==> src/corePkg.sv <==
package corePkg;

  localparam int memWords = 256; // ram depth in words
  localparam int memAddrBits = 8; // word address width
  localparam logic [31:0] resetPc = 32'h0000_0000; // first fetch address

  // immediate format of the current instruction
  typedef enum logic [2:0] {
    typeR = 3'd0, // no immediate
    typeI = 3'd1, // alu imm, loads, jalr
    typeS = 3'd2, // stores
    typeB = 3'd3, // branches
    typeU = 3'd4, // lui, auipc
    typeJ = 3'd5 // jal
  } instType;

  typedef enum logic [3:0] {
    aluAdd = 4'd0,
    aluPassB = 4'd1, // lui
    aluAddClearLsb = 4'd2, // jalr target
    aluSub = 4'd3,
    aluSltu = 4'd4,
    aluSlt = 4'd5, // signed compare
    aluXor = 4'd6,
    aluSra = 4'd7 // arithmetic right shift
  } aluOp;

  // writeback source for rd
  typedef enum logic [1:0] {
    wbMem = 2'd0, // load data
    wbAlu = 2'd1,
    wbPcPlus4 = 2'd2 // link address
  } wbSel;

  typedef enum logic [2:0] {
    stIdle = 3'd0, // waiting for start
    stFetch = 3'd1, // fetch req raised
    stFetchWait = 3'd2, // ir loads from rdata
    stExecute = 3'd3,
    stMemory = 3'd4, // loads and stores only
    stWriteback = 3'd5, // retire strobe
    stHalt = 3'd6 // after ebreak
  } seqState;

endpackage

==> src/memBus.sv <==
`timescale 1ns/1ps

interface memBus;
  logic req; // level, held until gnt
  logic we;
  logic [corePkg::memAddrBits-1:0] addr; // word address
  logic [31:0] wdata;
  logic [3:0] wstrb; // byte lanes for writes
  logic gnt; // one cycle accept strobe
  logic [31:0] rdata; // valid the cycle after gnt

  // one ram port as seen from the requester
  modport requester (output req, we, addr, wdata, wstrb, input gnt, rdata);

  modport arbiter (input req, we, addr, wdata, wstrb, output gnt, rdata);
endinterface

==> src/instrSequencer.sv <==
`timescale 1ns/1ps

module instrSequencer (
  input logic clock,
  input logic reset,
  input logic start,
  memBus.requester fetchBus,
  output logic [31:0] instr,
  output logic [31:0] pc,
  input logic regWrite,
  input logic memRead,
  input logic memWrite,
  input logic isEbreak,
  input logic pcSel,
  input corePkg::wbSel wbSel,
  input logic [31:0] aluResult,
  input logic [31:0] loadData,
  input logic memDone,
  output logic memStart,
  output logic regWriteEn,
  output logic [31:0] rdData,
  output logic retire,
  output logic [31:0] retirePc,
  output logic [4:0] retireRd,
  output logic [31:0] retireData,
  output logic halted
);

  corePkg::seqState state;
  corePkg::seqState nextState;
  logic [31:0] loadReg; // load result held for writeback
  logic [31:0] pcPlus4;
  logic wbValid; // rd really written

  always_comb begin
    nextState = state;
    case (state)
      corePkg::stIdle: if (start) nextState = corePkg::stFetch;
      corePkg::stFetch: if (fetchBus.gnt) nextState = corePkg::stFetchWait;
      corePkg::stFetchWait: nextState = corePkg::stExecute;
      corePkg::stExecute: begin
        if (memRead || memWrite) begin
          nextState = corePkg::stMemory;
        end else begin
          nextState = corePkg::stWriteback;
        end
      end
      corePkg::stMemory: if (memDone) nextState = corePkg::stWriteback;
      corePkg::stWriteback: begin
        if (isEbreak) begin
          nextState = corePkg::stHalt;
        end else begin
          nextState = corePkg::stFetch;
        end
      end
      default: nextState = state; // halt is sticky
    endcase
  end

  always_ff @(posedge clock) begin
    if (reset) begin
      state <= corePkg::stIdle;
      pc <= corePkg::resetPc;
      instr <= 32'd0; // decodes as all-inactive
      memStart <= 1'b0;
    end else begin
      state <= nextState;
      memStart <= (state == corePkg::stExecute) && (memRead || memWrite); // first memory cycle
      if (state == corePkg::stFetchWait) begin
        instr <= fetchBus.rdata;
      end
      if (state == corePkg::stWriteback && !isEbreak) begin
        pc <= pcSel ? aluResult : pcPlus4;
      end
    end
  end

  always_ff @(posedge clock) begin
    if (memDone) begin
      loadReg <= loadData;
    end
  end

  assign fetchBus.req = (state == corePkg::stFetch); // held until gnt
  assign fetchBus.we = 1'b0;
  assign fetchBus.addr = pc[corePkg::memAddrBits+1:2];
  assign fetchBus.wdata = 32'd0;
  assign fetchBus.wstrb = 4'd0;

  assign pcPlus4 = pc + 32'd4;

  always_comb begin
    case (wbSel)
      corePkg::wbMem: rdData = loadReg;
      corePkg::wbPcPlus4: rdData = pcPlus4; // link
      default: rdData = aluResult;
    endcase
  end

  assign regWriteEn = (state == corePkg::stWriteback) && regWrite;
  assign wbValid = regWrite && (instr[11:7] != 5'd0);
  assign retire = (state == corePkg::stWriteback);
  assign retirePc = pc;
  assign retireRd = wbValid ? instr[11:7] : 5'd0; // 0 for stores, branches, ebreak
  assign retireData = wbValid ? rdData : 32'd0;
  assign halted = (state == corePkg::stHalt);

endmodule

==> src/flat_wrapper.sv <==
// flat-port wrapper written by rule: the top's interface ports become plain ports
module instrSequencer_flat 
  (clock, reset, start, instr, pc, regWrite, memRead, memWrite, isEbreak, pcSel, wbSel, aluResult, loadData, memDone, memStart, regWriteEn, rdData, retire, retirePc, retireRd, retireData, halted, fetchBus_req, fetchBus_we, fetchBus_addr, fetchBus_wdata, fetchBus_wstrb, fetchBus_gnt, fetchBus_rdata);
  memBus fetchBus_i ();
  input logic clock;
  input logic reset;
  input logic start;
  output logic [31:0] instr;
  output logic [31:0] pc;
  input logic regWrite;
  input logic memRead;
  input logic memWrite;
  input logic isEbreak;
  input logic pcSel;
  input corePkg::wbSel wbSel;
  input logic [31:0] aluResult;
  input logic [31:0] loadData;
  input logic memDone;
  output logic memStart;
  output logic regWriteEn;
  output logic [31:0] rdData;
  output logic retire;
  output logic [31:0] retirePc;
  output logic [4:0] retireRd;
  output logic [31:0] retireData;
  output logic halted;
  output wire logic [$bits(fetchBus_i.req)-1:0] fetchBus_req;
  output wire logic [$bits(fetchBus_i.we)-1:0] fetchBus_we;
  output wire logic [$bits(fetchBus_i.addr)-1:0] fetchBus_addr;
  output wire logic [$bits(fetchBus_i.wdata)-1:0] fetchBus_wdata;
  output wire logic [$bits(fetchBus_i.wstrb)-1:0] fetchBus_wstrb;
  input wire logic [$bits(fetchBus_i.gnt)-1:0] fetchBus_gnt;
  input wire logic [$bits(fetchBus_i.rdata)-1:0] fetchBus_rdata;
  assign fetchBus_req = fetchBus_i.req;
  assign fetchBus_we = fetchBus_i.we;
  assign fetchBus_addr = fetchBus_i.addr;
  assign fetchBus_wdata = fetchBus_i.wdata;
  assign fetchBus_wstrb = fetchBus_i.wstrb;
  assign fetchBus_i.gnt = fetchBus_gnt;
  assign fetchBus_i.rdata = fetchBus_rdata;
  instrSequencer u_core (.clock(clock), .reset(reset), .start(start), .fetchBus(fetchBus_i), .instr(instr), .pc(pc), .regWrite(regWrite), .memRead(memRead), .memWrite(memWrite), .isEbreak(isEbreak), .pcSel(pcSel), .wbSel(wbSel), .aluResult(aluResult), .loadData(loadData), .memDone(memDone), .memStart(memStart), .regWriteEn(regWriteEn), .rdData(rdData), .retire(retire), .retirePc(retirePc), .retireRd(retireRd), .retireData(retireData), .halted(halted));
endmodule
==> config.mk <==
export PLATFORM = sky130hd
export DESIGN_NAME = instrSequencer_flat
export DESIGN_NICKNAME = d
export VERILOG_FILES = /design/src/corePkg.sv /design/src/memBus.sv /design/src/instrSequencer.sv /design/src/flat_wrapper.sv
export SDC_FILE = /design/constraint.sdc
export NUM_CORES = 1
export LEC_CHECK = 0
export BUFFER_PORTS_ARGS = -buffer_cell sky130_fd_sc_hd__buf_2
export CORE_ASPECT_RATIO = 1.25
export CORE_UTILIZATION = 35
export DETAILED_ROUTE_END_ITERATION = 10
export GPL_TIMING_DRIVEN = 0
export PLACE_DENSITY = 0.7
export RECOVER_POWER = 100
export SLEW_MARGIN = 25
export SYNTH_ARGS = -nofsm -noshare
export SYNTH_HDL_FRONTEND = slang
export SYNTH_SLANG_ARGS = --single-unit
==> constraint.sdc <==
create_clock -name clock -period 5.1 [get_ports clock]
set_input_delay 0.51 -clock clock [delete_from_list [all_inputs] [get_ports clock]]
set_output_delay 0.51 -clock clock [all_outputs]
set_load 0.005 [all_outputs]
### Word-level counts from Yosys, hierarchy flattened

Index checks and enable logic that the tools add are counted.

| word-level totals | value |
|---|---|
| flip-flop bits (word level) | 100 |
| input port bits | 108 |
| output and inout port bits | 215 |

| operators by class | value |
|---|---|
| muxes and demuxes | 10 |
| $add $sub $neg | 1 |
| reduce and logical (&&, ||, !) cells | 11 |
| eq/ne operators | 10 |

Operator list:

| operator | number |
|---|---|
| 32-bit 2-to-1 mux | 2 |
| 32-bit one-hot mux with 2 select lines | 1 |
| 32-bit by 3-bit adder with 32-bit output (second input constant) | 1 |
| 3-bit one-hot mux with 6 select lines | 1 |
| 3-bit 2-to-1 mux | 4 |
| 3-bit equality test (second input constant) | 3 |
| 3-bit by 2-bit equality test with 1-bit output (second input constant) | 2 |
| 6-bit nonzero test | 1 |
| 5-bit 2-to-1 mux | 1 |
| 5-bit nonzero test | 1 |
| 1-bit logical AND | 4 |
| 2-bit inequality test (second input constant) | 2 |
| 4-bit AND reduction | 1 |
| 3-bit by 1-bit equality test with 1-bit output (second input constant) | 1 |
| 3-bit zero test | 1 |
| 2-bit equality test (second input constant) | 1 |
| 2-bit zero test | 1 |
| 2-bit by 1-bit inequality test with 1-bit output (second input constant) | 1 |
| 1-bit zero test | 1 |
| 1-bit logical OR | 1 |
| 1-bit 2-to-1 mux | 1 |

### Logic depth before layout (Yosys ltp)

Gate-level depths: netlist (run 1).

| logic depth | value |
|---|---|
| depth in word-level cells | 3 |
| gate-level depth with buffers | 8 |
| gate-level depth less buffers | 6 |

### Least setup slack after synthesis (run 1)

Ideal clock, no wire load.

| timing path | value |
|---|---|
| kind | register -> output |
| from | reg u_core.pc[2] |
| to | out retireData[18] |
| path slack | 2.300 ns |
| cell stages (with the launch flop) | 9 |
| buffers on the path | 2 |
| data arrival time | 2.290 ns |
| cell sequence | dfxtp_1 > ha_1 > and3_1 > clkbuf_1 > nand4_1 > buf_2 > or3_2 > a311o_1 > a21oi_1 |

| on the way | value |
|---|---|
| longest elaborated chain between the ends | 3 |

Ends and longest elaborated chain:

| element | line | text |
|---|---|---|
| start: declaration | instrSequencer.sv:9 | `output logic [31:0] pc,` |
| start signal: assignment | instrSequencer.sv:63 | `pc <= corePkg::resetPc;` |
| start signal: assignment | instrSequencer.sv:73 | `pc <= pcSel ? aluResult : pcPlus4;` |
| 32-bit by 3-bit adder with 32-bit output | instrSequencer.sv:90 | `assign pcPlus4 = pc + 32'd4;` |
| 32-bit one-hot mux with 2 select lines | instrSequencer.sv:93 | `case (wbSel)` |
| 32-bit 2-to-1 mux | instrSequencer.sv:105 | `assign retireData = wbValid ? rdData : 32'd0;` |
| end: declaration | flat_wrapper.sv:25 | `output logic [31:0] retireData;` |

Every way passes these cells.

### Worst setup path in the final report (run 1)

Ends and elaborated chain as after synthesis.

==> impl_table.tex, run 1 <==
\begin{tabular}{lr}
\hline
Metric & Value \\
\hline
\multicolumn{2}{l}{\textbf{Run status}} \\
\quad Run status & finished with violations \\
\quad Failing checks & capacitance limit, slew limit \\
\multicolumn{2}{l}{\textbf{Worst setup path}} \\
\quad Max FO, Critical Path & 10 \\
\quad Kind of cell with the highest combined delay on the critical path & simple AND/OR/NAND/NOR gates \\
\quad Number of buffer and inverter instances along the worst setup path & 3 \\
\quad Critical path capture point type & output port \\
\quad Critical path cell sequence & ha\_1 -> and3\_1 -> clkbuf\_1 -> nand4\_1 -> clkbuf\_1 -> or3\_2 -> a311o\_1 -> a21oi\_1 -> clkbuf\_2 \\
\quad Logic depth of the worst register-to-register path & 8 \\
\quad Worst R2R Start & u\_core.pc[2]\$\_SDFFE\_PP0P\_ \\
\quad Crit path DAT & between 3 and 4 ns \\
\quad CP Class & flop to output port \\
\quad Minimum setup slack among reg-to-reg paths & 2.30 ns \\
\quad Cell seen most often among critical-path stages & sky130\_fd\_sc\_hd\_\_clkbuf\_1 \\
\quad Startpoint type of the worst setup path & flop \\
\quad Delay contributed by the slowest stage of the critical path & between 0.5 and 0.6 ns \\
\quad Max stage delay cell, worst path & sky130\_fd\_sc\_hd\_\_dfxtp\_1 \\
\quad FF-to-FF End & u\_core.pc[28]\$\_SDFFE\_PP0P\_ \\
\quad Worst path required time & 4.59 ns \\
\multicolumn{2}{l}{\textbf{Route}} \\
\quad Met1 wire length & approximately 10000 µm \\
\quad Violation count after the first detailed-routing iteration & 486 \\
\quad DRC violations left & 0 \\
\quad Number of iterations in the first detailed-routing pass & 4 \\
\quad Uppermost metal layer occupied by signal nets & met5 \\
\quad Via-per-instance ratio & roughly 5.2 \\
\quad Overall routed net length & 24800 µm \\
\quad Detailed-route via count & 7156 \\
\quad Amount of wire on met2 after detailed routing & 12100 µm \\
\quad Mean routed wirelength per cell & around 18 µm \\
\quad Remaining antenna violation count after routing & 0 \\
\quad Routed met3 length & 1760 µm \\
\multicolumn{2}{l}{\textbf{Hold path}} \\
\quad Worst Hold Path Cells & 1 \\
\quad End point of the worst hold path & u\_core.loadReg[14]\$\_DFFE\_PP\_ \\
\quad Type of the most critical hold path & input pin to flop \\
\quad Startpoint of the most critical hold path & loadData[14] \\
\multicolumn{2}{l}{\textbf{Placed design}} \\
\quad HPWL reported at the end of detailed placement & approximately 19000 µm \\
\quad Placement-stage worst setup slack & about 1.8 ns \\
\quad Placer Congestion & 0.904 \\
\quad Port Buffers & 283 \\
\multicolumn{2}{l}{\textbf{Timing}} \\
\quad RSZ-0062 raised after global routing & false \\
\quad Period Utilization, post-route & 0.751 \\
\quad Final Hold Slack & slightly above 0.3 ns \\
\quad Fmax & approximately 260 MHz \\
\quad Setup tns final & 0 ns \\
\quad Final setup violation count & 0 \\
\quad Least setup slack across all paths after layout & roughly 1.3 ns \\
\quad Pin slew with the least headroom to its limit & 2.05 ns \\
\quad Number of hold-slack violations in the final timing report & 0 \\
\quad Relative slew slack & -0.369 \\
\quad Min Clock Period, post-route & between 3 and 4 ns \\
\quad Number of slew-limit violations in the final report & 34 \\
\quad Worst clock skew & 0.00715 ns \\
\multicolumn{2}{l}{\textbf{Synth}} \\
\quad Post-Synthesis Mean Instance Area & approximately 7.8 µm² \\
\quad Number of synthesized flops with an enable pin & 32 \\
\quad Leading post-synthesis cells by cell area & sky130\_fd\_sc\_hd\_\_dfxtp\_1 22\%, sky130\_fd\_sc\_hd\_\_edfxtp\_1 15\%, sky130\_fd\_sc\_hd\_\_buf\_4 9.2\% \\
\quad Number of different library cells in the post-synthesis netlist & 57 \\
\quad Cell Area, Synth & 6280 µm² \\
\quad Fraction of registers with async set or reset after synthesis & 0 \\
\quad Part of the Yosys area used for sequential elements & 0.370 \\
\quad Area share of the leading cell type in the synthesized netlist & 0.217 \\
\quad Most area-hungry cell type in the Yosys netlist & sky130\_fd\_sc\_hd\_\_dfxtp\_1 \\
\quad Yosys warning total & 0 \\
\quad Number of instances in the synthesized netlist & 803 \\
\quad Seq cells post-synth & 100 \\
\quad Prevailing post-synth register cell & sky130\_fd\_sc\_hd\_\_dfxtp\_1 \\
\multicolumn{2}{l}{\textbf{Clocking}} \\
\quad Number of buffers inserted during clock tree synthesis & 9 \\
\quad CTS Sinks & 100 \\
\quad Setup bufs post-CTS & 0 \\
\quad Register clock-pin slew on the reported worst setup and hold paths & around 0.08 ns \\
\quad Cell at the root of the clock tree & sky130\_fd\_sc\_hd\_\_clkbuf\_16 \\
\quad Maximum number of buffers from clock root to sink & 2 \\
\quad TritonCTS clock tree & built \\
\quad Worst-skew pair later-pin latency & 0.37 ns \\
\quad Hold buffer count at CTS & 0 \\
\quad H-tree lvl count & 3 \\
\quad Number of cells upsized or downsized after cts & 0 \\
\multicolumn{2}{l}{\textbf{Global routing}} \\
\quad Global-route wire length before repair & around 38000 µm \\
\quad Pin count of the biggest net entering global routing & 34 \\
\quad Global-route usage over all layers & 0.268 \\
\quad Number of global-route vias before repair & 6665 \\
\quad Initial antenna violation count & 3 \\
\quad Total overflow reported by the global router & 0 \\
\multicolumn{2}{l}{\textbf{Cells and area}} \\
\quad \# fillers & 1828 \\
\quad Multi-input gate area in the final layout & 3230 µm² \\
\quad Most common library cell in the layout ignoring fill and taps & sky130\_fd\_sc\_hd\_\_buf\_2 \\
\quad Storage element area & 2320 µm² \\
\quad Fraction of final layout cells sized beyond drive strength 1 & 0.276 \\
\quad Area growth from synthesis to final layout & 32.2\% \\
\quad Layout Nets & 1243 \\
\quad Commonest cells after routing, fill and taps aside & 206 x sky130\_fd\_sc\_hd\_\_buf\_2, 132 x sky130\_fd\_sc\_hd\_\_nand2\_1, 125 x sky130\_fd\_sc\_hd\_\_clkbuf\_1 \\
\multicolumn{2}{l}{\textbf{Floorplan}} \\
\quad Die height & between 150 and 200 µm \\
\quad Floorplan die area & about 18000 µm² \\
\quad Initial Utilization & 0.359 \\
\quad Core region area & 17500 µm² \\
\quad Count of standard-cell rows & 54 \\
\quad DIE WIDTH & 122 µm \\
\quad I/O pin count & 323 \\
\multicolumn{2}{l}{\textbf{Run}} \\
\quad Max-capacitance violation count & 1 \\
\multicolumn{2}{l}{\textbf{Pwr}} \\
\quad Power density over the cells & 224 nW/µm² \\
\quad Standby leakage power & 3.58 nW \\
\quad VDD IR-drop max & 0.143 mV \\
\hline
\end{tabular}
[registers in the layout (all words and copies together) (netlist names)]
name and count:
u_core.pc 32, u_core.state 3, u_core.instr 32, u_core.memStart 1
u_core.loadReg 32
[power breakdown]
group          switching, mW  internal (mW)  total (mW)
registers             0.0114          0.853       0.864
logic                  0.172          0.115       0.287
clock network          0.361          0.346       0.707
[worst max path at each step]
stage | startpoint | endpoint | cells past startpoint
after global routing | u_core.pc[2]$_SDFFE_PP0P_ | retireData[28] | 9
after CTS | u_core.pc[2]$_SDFFE_PP0P_ | retireData[26] | 9
after detailed placement | u_core.pc[2]$_SDFFE_PP0P_ | retireData[26] | 9
after floorplan | u_core.pc[2]$_SDFFE_PP0P_ | retireData[18] | 8
final | u_core.pc[2]$_SDFFE_PP0P_ | retireData[18] | 9
after global placement | u_core.pc[2]$_SDFFE_PP0P_ | retireData[26] | 9
[cells in the mapped netlist (5+ instances only)]
cell	instances
sky130_fd_sc_hd__a31oi_1	14
sky130_fd_sc_hd__nor2b_1	5
sky130_fd_sc_hd__or4_1	6
sky130_fd_sc_hd__a32o_1	6
sky130_fd_sc_hd__or3_1	11
sky130_fd_sc_hd__nand3_1	27
sky130_fd_sc_hd__nor4_1	10
sky130_fd_sc_hd__dfxtp_1	68
sky130_fd_sc_hd__buf_4	77
sky130_fd_sc_hd__inv_1	15
sky130_fd_sc_hd__and4_1	6
sky130_fd_sc_hd__xnor2_1	8
sky130_fd_sc_hd__o21a_1	6
sky130_fd_sc_hd__nor3_1	24
sky130_fd_sc_hd__and2_1	22
sky130_fd_sc_hd__clkbuf_1	48
sky130_fd_sc_hd__o31ai_1	5
sky130_fd_sc_hd__nand2_1	132
sky130_fd_sc_hd__a21oi_1	72
sky130_fd_sc_hd__nor2_1	47
sky130_fd_sc_hd__nand4_1	6
sky130_fd_sc_hd__and3_1	9
sky130_fd_sc_hd__buf_2	7
sky130_fd_sc_hd__a22o_1	5
sky130_fd_sc_hd__a22oi_1	16
sky130_fd_sc_hd__edfxtp_1	32
sky130_fd_sc_hd__o21ai_0	44
sky130_fd_sc_hd__nand3b_1	6
sky130_fd_sc_hd__mux2i_1	14
[routing by layer]
metal / vias to the layer above / track usage
met3: 59 / 0.0492
met4: 2 / 0.129
li1: 3414 / -
met5: - / 0
met1: 3332 / 0.330
met2: 349 / 0.443
[logic make-up (layout without fill, tap and decap cells)]
logic type / Yosys count / count (layout) / synth area share
compound gates: 201 / 201 / 0.199
xor+xnor: 10 / 10 / 0.0139
fa+ha+maj: 2 / 2 / 0.00398
buf+inv: 149 / 448 / 0.137
flops: 100 / 100 / 0.370
mux: 14 / 14 / 0.0223
other cells: 1 / 39 / 0.000597
simple gates: 326 / 326 / 0.254
[cell type report]
cell class,count,share of cell area
multi-input cells,590,0.389
flip-flops and latches,100,0.280
repair buffers,283,0.159
plain buffers,134,0.0962
well taps,224,0.0337
clock buffers,9,0.0271
clock inverters,7,0.00798
inverters,15,0.00678
diodes,2,0.000603
[stage by stage]
stage	power (mW)	utilization	cell area [µm²]	cells
4_1_cts	1.87	0.480	8410	1362
6_report	1.86	0.475	8310	1364
2_1_floorplan	1.03	-	6420	839
3_5_place_dp	1.17	0.464	8120	1346
5_1_grt	1.94	0.475	8310	1364
3_3_place_gp	1.17	0.464	8120	1346
No activity file was read; power rests on OpenSTA's default activity.
==> run 2, diff against run 1 <==
Settings changed: PLACE_DENSITY 0.7 to 0.73.
Clock period 5.1 ns to 3.43 ns, I/O delays scaled along.
==> run 2 against run 1 <==
Net effect:
- register-to-register slack got worse by 1.4 ns
- via count fell by 0.14%
- first-iteration DRC count rose by 5.8%
- hold slack got worse by 0.16 ns
- the flow still finishes with violations (capacitance limit, slew limit)
- sequential power rose by 49%
- combinational power rose by 50%
- cell count fell by 0.15%
- clock power rose by 47%
- critical path depth fell by 1
- power rose by 48%
==> impl_table.tex, run 2 (same netlist as run 1, synthesis figures left out) <==
\begin{tabular}{lr}
\hline
Metric & Value \\
\hline
\multicolumn{2}{l}{\textbf{Timing}} \\
\quad Fmax & 310 MHz \\
\quad Pin slew with the least headroom to its limit & 2.07 ns (was 2.05 ns) \\
\quad Final setup violation count & 0 (unchanged) \\
\quad Min Clock Period, post-route & 3.23 ns \\
\quad Number of slew-limit violations in the final report & 34 (unchanged) \\
\quad Number of hold-slack violations in the final timing report & 0 (unchanged) \\
\quad Relative slew slack & -0.383 (was -0.369) \\
\quad Worst clock skew & 0.0118 ns (was 0.00715 ns) \\
\quad RSZ-0062 raised after global routing & false (unchanged) \\
\quad Setup tns final & 0 ns (unchanged) \\
\quad Period Utilization, post-route & 0.941 \\
\quad Final Hold Slack & 0.147 ns (was 0.311 ns) \\
\quad Least setup slack across all paths after layout & 0.203 ns (was 1.27 ns) \\
\multicolumn{2}{l}{\textbf{Route}} \\
\quad Remaining antenna violation count after routing & 0 (unchanged) \\
\quad Number of iterations in the first detailed-routing pass & 6 (was 4) \\
\quad Overall routed net length & 24900 µm (was 24800 µm) \\
\quad Violation count after the first detailed-routing iteration & 514 (was 486) \\
\quad Via-per-instance ratio & 5.25 (about the same) \\
\quad Detailed-route via count & 7146 (was 7156) \\
\quad DRC violations left & 0 (unchanged) \\
\quad Mean routed wirelength per cell & 18.3 µm (was 18.2 µm) \\
\multicolumn{2}{l}{\textbf{Floorplan}} \\
\quad Floorplan die area & 18500 µm² (unchanged) \\
\quad Core region area & 17500 µm² (unchanged) \\
\quad Count of standard-cell rows & 54 (unchanged) \\
\quad Die height & 152 µm (unchanged) \\
\quad Initial Utilization & 0.359 (unchanged) \\
\quad DIE WIDTH & 122 µm (unchanged) \\
\quad I/O pin count & 323 (unchanged) \\
\multicolumn{2}{l}{\textbf{Cells and area}} \\
\quad Largest registers & u\_core.instr (32), u\_core.loadReg (32), u\_core.pc (32) (unchanged) \\
\quad Fraction of final layout cells sized beyond drive strength 1 & 0.295 (was 0.276) \\
\quad Utilization after layout & 0.477 (was 0.475) \\
\quad Commonest cells after routing, fill and taps aside & 219 x sky130\_fd\_sc\_hd\_\_buf\_2, 132 x sky130\_fd\_sc\_hd\_\_nand2\_1, 111 x sky130\_fd\_sc\_hd\_\_clkbuf\_1 (was 206 x sky130\_fd\_sc\_hd\_\_buf\_2, 132 x sky130\_fd\_sc\_hd\_\_nand2\_1, 125 x sky130\_fd\_sc\_hd\_\_clkbuf\_1) \\
\quad \# fillers & 1770 (was 1828) \\
\quad Most common library cell in the layout ignoring fill and taps & sky130\_fd\_sc\_hd\_\_buf\_2 (unchanged) \\
\quad Layout Nets & 1242 (was 1243) \\
\quad Area growth from synthesis to final layout & 32.8\% (was 32.2\%) \\
\multicolumn{2}{l}{\textbf{Worst setup path}} \\
\quad Crit path DAT & 2.88 ns (was 3.32 ns) \\
\quad CP Class & flop to output port (unchanged) \\
\quad Worst path required time & 3.09 ns (was 4.59 ns) \\
\quad Startpoint type of the worst setup path & flop (unchanged) \\
\quad Critical path capture point type & output port (unchanged) \\
\quad Max FO, Critical Path & 10 (unchanged) \\
\multicolumn{2}{l}{\textbf{Pwr}} \\
\quad Standby leakage power & 3.63 nW (was 3.58 nW) \\
\quad VDD IR-drop max & 0.222 mV (was 0.143 mV) \\
\quad Power density over the cells & 330 nW/µm² (was 224 nW/µm²) \\
\quad Total power of the final layout & 2.75 mW (was 1.86 mW) \\
\multicolumn{2}{l}{\textbf{Clocking}} \\
\quad Cell at the root of the clock tree & sky130\_fd\_sc\_hd\_\_clkbuf\_16 (unchanged) \\
\quad Maximum number of buffers from clock root to sink & 2 (unchanged) \\
\quad H-tree lvl count & 3 (unchanged) \\
\quad Number of buffers inserted during clock tree synthesis & 9 (unchanged) \\
\quad TritonCTS clock tree & built (unchanged) \\
\quad Worst-skew pair later-pin latency & 0.36 ns (was 0.37 ns) \\
\quad CTS Sinks & 100 (unchanged) \\
\quad Hold buffer count at CTS & 0 (unchanged) \\
\quad Register clock-pin slew on the reported worst setup and hold paths & 0.08 ns (about the same) \\
\quad Setup bufs post-CTS & 0 (unchanged) \\
\multicolumn{2}{l}{\textbf{Global routing}} \\
\quad Global-route usage over all layers & 0.266 (was 0.268) \\
\quad Total overflow reported by the global router & 0 (unchanged) \\
\quad Global-route wire length before repair & 37400 µm (was 37600 µm) \\
\quad Initial antenna violation count & 2 (was 3) \\
\quad Number of global-route vias before repair & 6680 (was 6665) \\
\quad Pin count of the biggest net entering global routing & 34 (unchanged) \\
\multicolumn{2}{l}{\textbf{Placed design}} \\
\quad Port Buffers & 283 (unchanged) \\
\quad Placer Congestion & 0.916 (was 0.904) \\
\quad HPWL reported at the end of detailed placement & 18900 µm (was 18700 µm) \\
\quad Placement-stage worst setup slack & 0.169 ns (was 1.79 ns) \\
\multicolumn{2}{l}{\textbf{Run status}} \\
\quad Run status & finished with violations (unchanged) \\
\quad Failing checks & capacitance limit, slew limit (unchanged) \\
\multicolumn{2}{l}{\textbf{Run}} \\
\quad Max-capacitance violation count & 1 (unchanged) \\
\multicolumn{2}{l}{\textbf{Hold path}} \\
\quad Type of the most critical hold path & input pin to flop (unchanged) \\
\hline
\end{tabular}
run 2: changes by cell type in the layout (fill, tap and decap cells not counted), moves of 2 or more:
cell	previous run	this run
sky130_fd_sc_hd__nor3_2	0	2
sky130_fd_sc_hd__buf_1	4	2
sky130_fd_sc_hd__and2_1	10	13
sky130_fd_sc_hd__clkbuf_2	5	7
sky130_fd_sc_hd__buf_2	206	219
sky130_fd_sc_hd__nor3_1	24	22
sky130_fd_sc_hd__clkbuf_1	125	111
sky130_fd_sc_hd__dfxtp_1	68	66
sky130_fd_sc_hd__and2_0	12	9
sky130_fd_sc_hd__inv_6	3	1
run 2: power by group:
part           internal (mW)  leakage (nW)  switching (mW)
sequential              1.27         0.863          0.0182
clock                  0.513         0.147           0.525
combinational          0.174          2.62           0.257
run 2: stage by stage:
step	area, µm²	cells
2_1_floorplan	6420	839
4_1_cts	8410	1361
5_1_grt	8340	1362
6_report	8340	1362
3_3_place_gp	8120	1346
3_5_place_dp	8120	1346
run 2: timing repair:
| action | CTS | global route |
|---|---|---|
| endpoints found under the setup margin | 10 | 8 |
| cloned | 0 | 0 |
| gates resized for setup | 4 | 5 |
run 2: worst max-delay path: stages, from the launching register on:
cell	delay, ns
sky130_fd_sc_hd__dfxtp_2	0.42
sky130_fd_sc_hd__ha_1	0.27
sky130_fd_sc_hd__and3_2	0.29
sky130_fd_sc_hd__nand4_1	0.21
sky130_fd_sc_hd__buf_2	0.27
sky130_fd_sc_hd__or3_2	0.46
sky130_fd_sc_hd__a311o_1	0.34
sky130_fd_sc_hd__a21oi_1	0.14
sky130_fd_sc_hd__clkbuf_1	0.13
run 2: final cells by class:
type	count	area, µm²	share of cell area
inverter	15	56.3	0.00675
buffer	133	800	0.0958
tap	224	280	0.0336
timing repair buffer	283	1330	0.160
clock buffer	9	225	0.0270
sequential	100	2330	0.279
antenna	1	2.50	0.000300
clock inverter	7	67.6	0.00810
multi-input combinational	590	3250	0.390
run 2: final timing paths:
path                              endpoint  depth (start not counted)  slack (ns)                          start
max                         retireData[18]                          8        0.20      u_core.pc[3]$_SDFFE_PP0P_
max reg2reg     u_core.pc[23]$_SDFFE_PP0P_                          6        0.89      u_core.pc[6]$_SDFFE_PP0P_
min reg2reg  u_core.instr[29]$_SDFFE_PP0P_                          2        0.45  u_core.instr[29]$_SDFFE_PP0P_
min            u_core.loadReg[7]$_DFFE_PP_                          1        0.15                    loadData[7]
run 2: metal layers:
metal / up-vias / track usage / part of all wire
met1: 3300 / 0.328 / 0.40
met2: 383 / 0.453 / 0.49
met5: - / 0 / 0.00044
li1: 3408 / - / -
met4: 2 / 0.102 / 0.025
met3: 53 / 0.0480 / 0.081
==> run 3, diff against run 2 <==
==> constraint.sdc (replaced) <==
create_clock -name clock -period 3.43 [get_ports clock]
set_input_delay 0.343 -clock clock [delete_from_list [all_inputs] [get_ports clock]]
set_output_delay 0.343 -clock clock [all_outputs]
set_load 0.02 [all_outputs]
==> run 3 against run 2 <==
Net effect:
- the run still ends with capacitance limit, slew limit left
- sequential share of layout area up 0.080 points
- fmax down 1.5%
- highest routed layer unchanged
- largest power group unchanged
- critical path depth unchanged
- routed wire length up 0.21%
- utilization down 0.14 points
- register-to-register slack about the same
- sequential power about the same
==> impl_table.tex, run 3 (same netlist as run 1, synthesis figures left out) <==
\begin{tabular}{lr}
\hline
Metric & Value \\
\hline
\multicolumn{2}{l}{\textbf{Cells and area}} \\
\quad \# fillers & 1788 (was 1770) \\
\quad Storage element area & 2330 µm² (unchanged) \\
\quad Layout Cells excl Fill & 1362 (unchanged) \\
\quad Commonest cells after routing, fill and taps aside & 198 x sky130\_fd\_sc\_hd\_\_buf\_2, 137 x sky130\_fd\_sc\_hd\_\_clkbuf\_1, 132 x sky130\_fd\_sc\_hd\_\_nand2\_1 (was 219 x sky130\_fd\_sc\_hd\_\_buf\_2, 132 x sky130\_fd\_sc\_hd\_\_nand2\_1, 111 x sky130\_fd\_sc\_hd\_\_clkbuf\_1) \\
\quad Utilization after layout & 0.475 (was 0.477) \\
\quad Layout Nets & 1242 (unchanged) \\
\quad Area growth from synthesis to final layout & 32.4\% (was 32.8\%) \\
\quad Most common library cell in the layout ignoring fill and taps & sky130\_fd\_sc\_hd\_\_buf\_2 (unchanged) \\
\quad Largest registers & u\_core.instr (32), u\_core.loadReg (32), u\_core.pc (32) (unchanged) \\
\quad Fraction of final layout cells sized beyond drive strength 1 & 0.274 (was 0.295) \\
\quad Multi-input gate area in the final layout & 3260 µm² (was 3250 µm²) \\
\multicolumn{2}{l}{\textbf{Clocking}} \\
\quad Number of cells upsized or downsized after cts & 4 (unchanged) \\
\quad Cell at the root of the clock tree & sky130\_fd\_sc\_hd\_\_clkbuf\_16 (unchanged) \\
\quad Register clock-pin slew on the reported worst setup and hold paths & 0.08 ns (about the same) \\
\quad Worst-skew pair later-pin latency & 0.36 ns (about the same) \\
\quad CTS Sinks & 100 (unchanged) \\
\quad Maximum number of buffers from clock root to sink & 2 (unchanged) \\
\quad H-tree lvl count & 3 (unchanged) \\
\quad TritonCTS clock tree & built (unchanged) \\
\quad Number of buffers inserted during clock tree synthesis & 9 (unchanged) \\
\quad Setup bufs post-CTS & 0 (unchanged) \\
\quad Hold buffer count at CTS & 0 (unchanged) \\
\multicolumn{2}{l}{\textbf{Route}} \\
\quad Violation count after the first detailed-routing iteration & 451 (was 514) \\
\quad DRC violations left & 0 (unchanged) \\
\quad Overall routed net length & 24900 µm (about the same) \\
\quad Mean routed wirelength per cell & 18.3 µm (about the same) \\
\quad Remaining antenna violation count after routing & 0 (unchanged) \\
\quad Number of iterations in the first detailed-routing pass & 6 (unchanged) \\
\quad Via-per-instance ratio & 5.26 (was 5.25) \\
\quad Detailed-route via count & 7168 (was 7146) \\
\multicolumn{2}{l}{\textbf{Floorplan}} \\
\quad Initial Utilization & 0.359 (unchanged) \\
\quad DIE WIDTH & 122 µm (unchanged) \\
\quad Die height & 152 µm (unchanged) \\
\quad Floorplan die area & 18500 µm² (unchanged) \\
\quad Count of standard-cell rows & 54 (unchanged) \\
\quad Core region area & 17500 µm² (unchanged) \\
\quad I/O pin count & 323 (unchanged) \\
\multicolumn{2}{l}{\textbf{Pwr}} \\
\quad Combinational share of power & 0.185 (was 0.156) \\
\quad Sw frac & 0.312 (was 0.290) \\
\quad VDD IR-drop max & 0.221 mV (was 0.222 mV) \\
\quad Sw Pwr & 0.890 mW (was 0.800 mW) \\
\quad Int Pwr & 1.96 mW (was 1.95 mW) \\
\quad Power density over the cells & 343 nW/µm² (was 330 nW/µm²) \\
\quad Clock share of power & 0.364 (was 0.377) \\
\quad Share of power burned in registers & 0.451 (was 0.467) \\
\quad Standby leakage power & 3.53 nW (was 3.63 nW) \\
\multicolumn{2}{l}{\textbf{Worst setup path}} \\
\quad Max stage delay cell, worst path & sky130\_fd\_sc\_hd\_\_or3\_2 (unchanged) \\
\quad Delay contributed by the slowest stage of the critical path & 0.45 ns (was 0.46 ns) \\
\quad Critical path cell sequence & ha\_1 -> and3\_2 -> nand4\_1 -> clkbuf\_4 -> or3\_2 -> a311o\_1 -> a21oi\_1 -> buf\_2 (was ha\_1 -> and3\_2 -> nand4\_1 -> buf\_2 -> or3\_2 -> a311o\_1 -> a21oi\_1 -> clkbuf\_1) \\
\quad CP Class & flop to output port (unchanged) \\
\quad Kind of cell with the highest combined delay on the critical path & simple AND/OR/NAND/NOR gates (unchanged) \\
\quad Crit path DAT & 2.93 ns (was 2.88 ns) \\
\quad Worst path required time & 3.09 ns (about the same) \\
\quad Max FO, Critical Path & 10 (unchanged) \\
\quad Startpoint type of the worst setup path & flop (unchanged) \\
\quad Critical path capture point type & output port (unchanged) \\
\quad Number of buffer and inverter instances along the worst setup path & 2 (unchanged) \\
\multicolumn{2}{l}{\textbf{Timing}} \\
\quad Relative slew slack & -0.395 (was -0.383) \\
\quad Worst clock skew & 0.0100 ns (was 0.0118 ns) \\
\quad Fmax & 305 MHz (was 310 MHz) \\
\quad Min Clock Period, post-route & 3.27 ns (was 3.23 ns) \\
\quad Pin slew with the least headroom to its limit & 2.09 ns (was 2.07 ns) \\
\quad Final setup violation count & 0 (unchanged) \\
\quad RSZ-0062 raised after global routing & false (unchanged) \\
\quad Setup tns final & 0 ns (unchanged) \\
\quad Number of slew-limit violations in the final report & 34 (unchanged) \\
\quad Period Utilization, post-route & 0.955 (was 0.941) \\
\quad Number of hold-slack violations in the final timing report & 0 (unchanged) \\
\multicolumn{2}{l}{\textbf{Global routing}} \\
\quad Pin count of the biggest net entering global routing & 34 (unchanged) \\
\quad Global-route usage over all layers & 0.266 (unchanged) \\
\quad Total overflow reported by the global router & 0 (unchanged) \\
\quad Global-route wire length before repair & 37400 µm (unchanged) \\
\quad Number of global-route vias before repair & 6680 (unchanged) \\
\quad Initial antenna violation count & 2 (unchanged) \\
\multicolumn{2}{l}{\textbf{Run}} \\
\quad Max-capacitance violation count & 1 (unchanged) \\
\multicolumn{2}{l}{\textbf{Hold path}} \\
\quad Type of the most critical hold path & input pin to flop (unchanged) \\
\multicolumn{2}{l}{\textbf{Run status}} \\
\quad Run status & finished with violations (unchanged) \\
\quad Failing checks & capacitance limit, slew limit (unchanged) \\
\multicolumn{2}{l}{\textbf{Placed design}} \\
\quad Placed instance count & 1346 (unchanged) \\
\quad Port Buffers & 283 (unchanged) \\
\quad Placer Congestion & 0.916 (unchanged) \\
\quad HPWL reported at the end of detailed placement & 18900 µm (unchanged) \\
\hline
\end{tabular}
==> run 3: cell types whose count changed in the layout (fill, tap and decap cells not counted) <==
cell / change
sky130_fd_sc_hd__or3_1: -1
sky130_fd_sc_hd__and2_0: -8
sky130_fd_sc_hd__clkbuf_1: +26
sky130_fd_sc_hd__buf_4: +16
sky130_fd_sc_hd__buf_1: -1
sky130_fd_sc_hd__clkbuf_2: -5
sky130_fd_sc_hd__clkbuf_4: -15
sky130_fd_sc_hd__or3_4: +1
sky130_fd_sc_hd__buf_2: -21
sky130_fd_sc_hd__and2_1: +8
==> run 3: power by group through the flow <==
stage	Sequential, mW	Clock [mW]	Combinational (mW)
2_1_floorplan	1.32	0	0.302
3_3_place_gp	1.31	0	0.526
3_5_place_dp	1.31	0	0.528
4_1_cts	1.28	1.06	0.529
5_1_grt	1.29	1.10	0.569
6_report	1.29	1.04	0.528
==> run 3: layer usage <==
layer	part of all wire	global-route usage	wire length, µm
met5	0.00040	0	10
met4	0.027	0.102	666
met3	0.084	0.0480	2100
met2	0.49	0.453	12300
met1	0.40	0.328	9890
==> run 3: final timing paths <==
check                                                   start                       endpoint  slack, ns  depth (start not counted)
worst max-delay path                u_core.pc[2]$_SDFFE_PP0P_                 retireData[18]       0.16                          8
worst min-delay path                              loadData[7]    u_core.loadReg[7]$_DFFE_PP_       0.15                          1
worst min register to register  u_core.instr[17]$_SDFFE_PP0P_  u_core.instr[17]$_SDFFE_PP0P_       0.46                          2
worst max register to register      u_core.pc[6]$_SDFFE_PP0P_     u_core.pc[23]$_SDFFE_PP0P_       0.89                          6
==> run 3: final cells by class <==
type | count | share of cell area
inverters | 15 | 0.00677
repair buffers | 283 | 0.157
clock inverters | 7 | 0.00812
clock buffers | 9 | 0.0271
diodes | 1 | 0.000301
multi-input cells | 590 | 0.391
plain buffers | 133 | 0.0964
well taps | 224 | 0.0337
flip-flops and latches | 100 | 0.280
==> run 3: stage by stage <==
| stage | power, mW | hold slack [ns] | area [µm²] | setup slack [ns] |
|---|---|---|---|---|
| 4_1_cts | 2.87 | 0.139 | 8410 | 0.0291 |
| 5_1_grt | 2.96 | 0.136 | 8320 | 0.000279 |
| 6_report | 2.85 | 0.149 | 8320 | 0.155 |
| 2_1_floorplan | 1.62 | 0.442 | 6420 | 0.453 |
| 3_3_place_gp | 1.84 | 0.439 | 8120 | 0.181 |
| 3_5_place_dp | 1.84 | 0.443 | 8120 | 0.124 |
==> run 3: worst reg2reg max path, delay by kind of cell, from the launching register on <==
family / cells / cell delay [ns]
buf+inv: 1 / 0.36
simple gates: 3 / 1.10
flops: 1 / 0.53
compound gates: 2 / 0.43
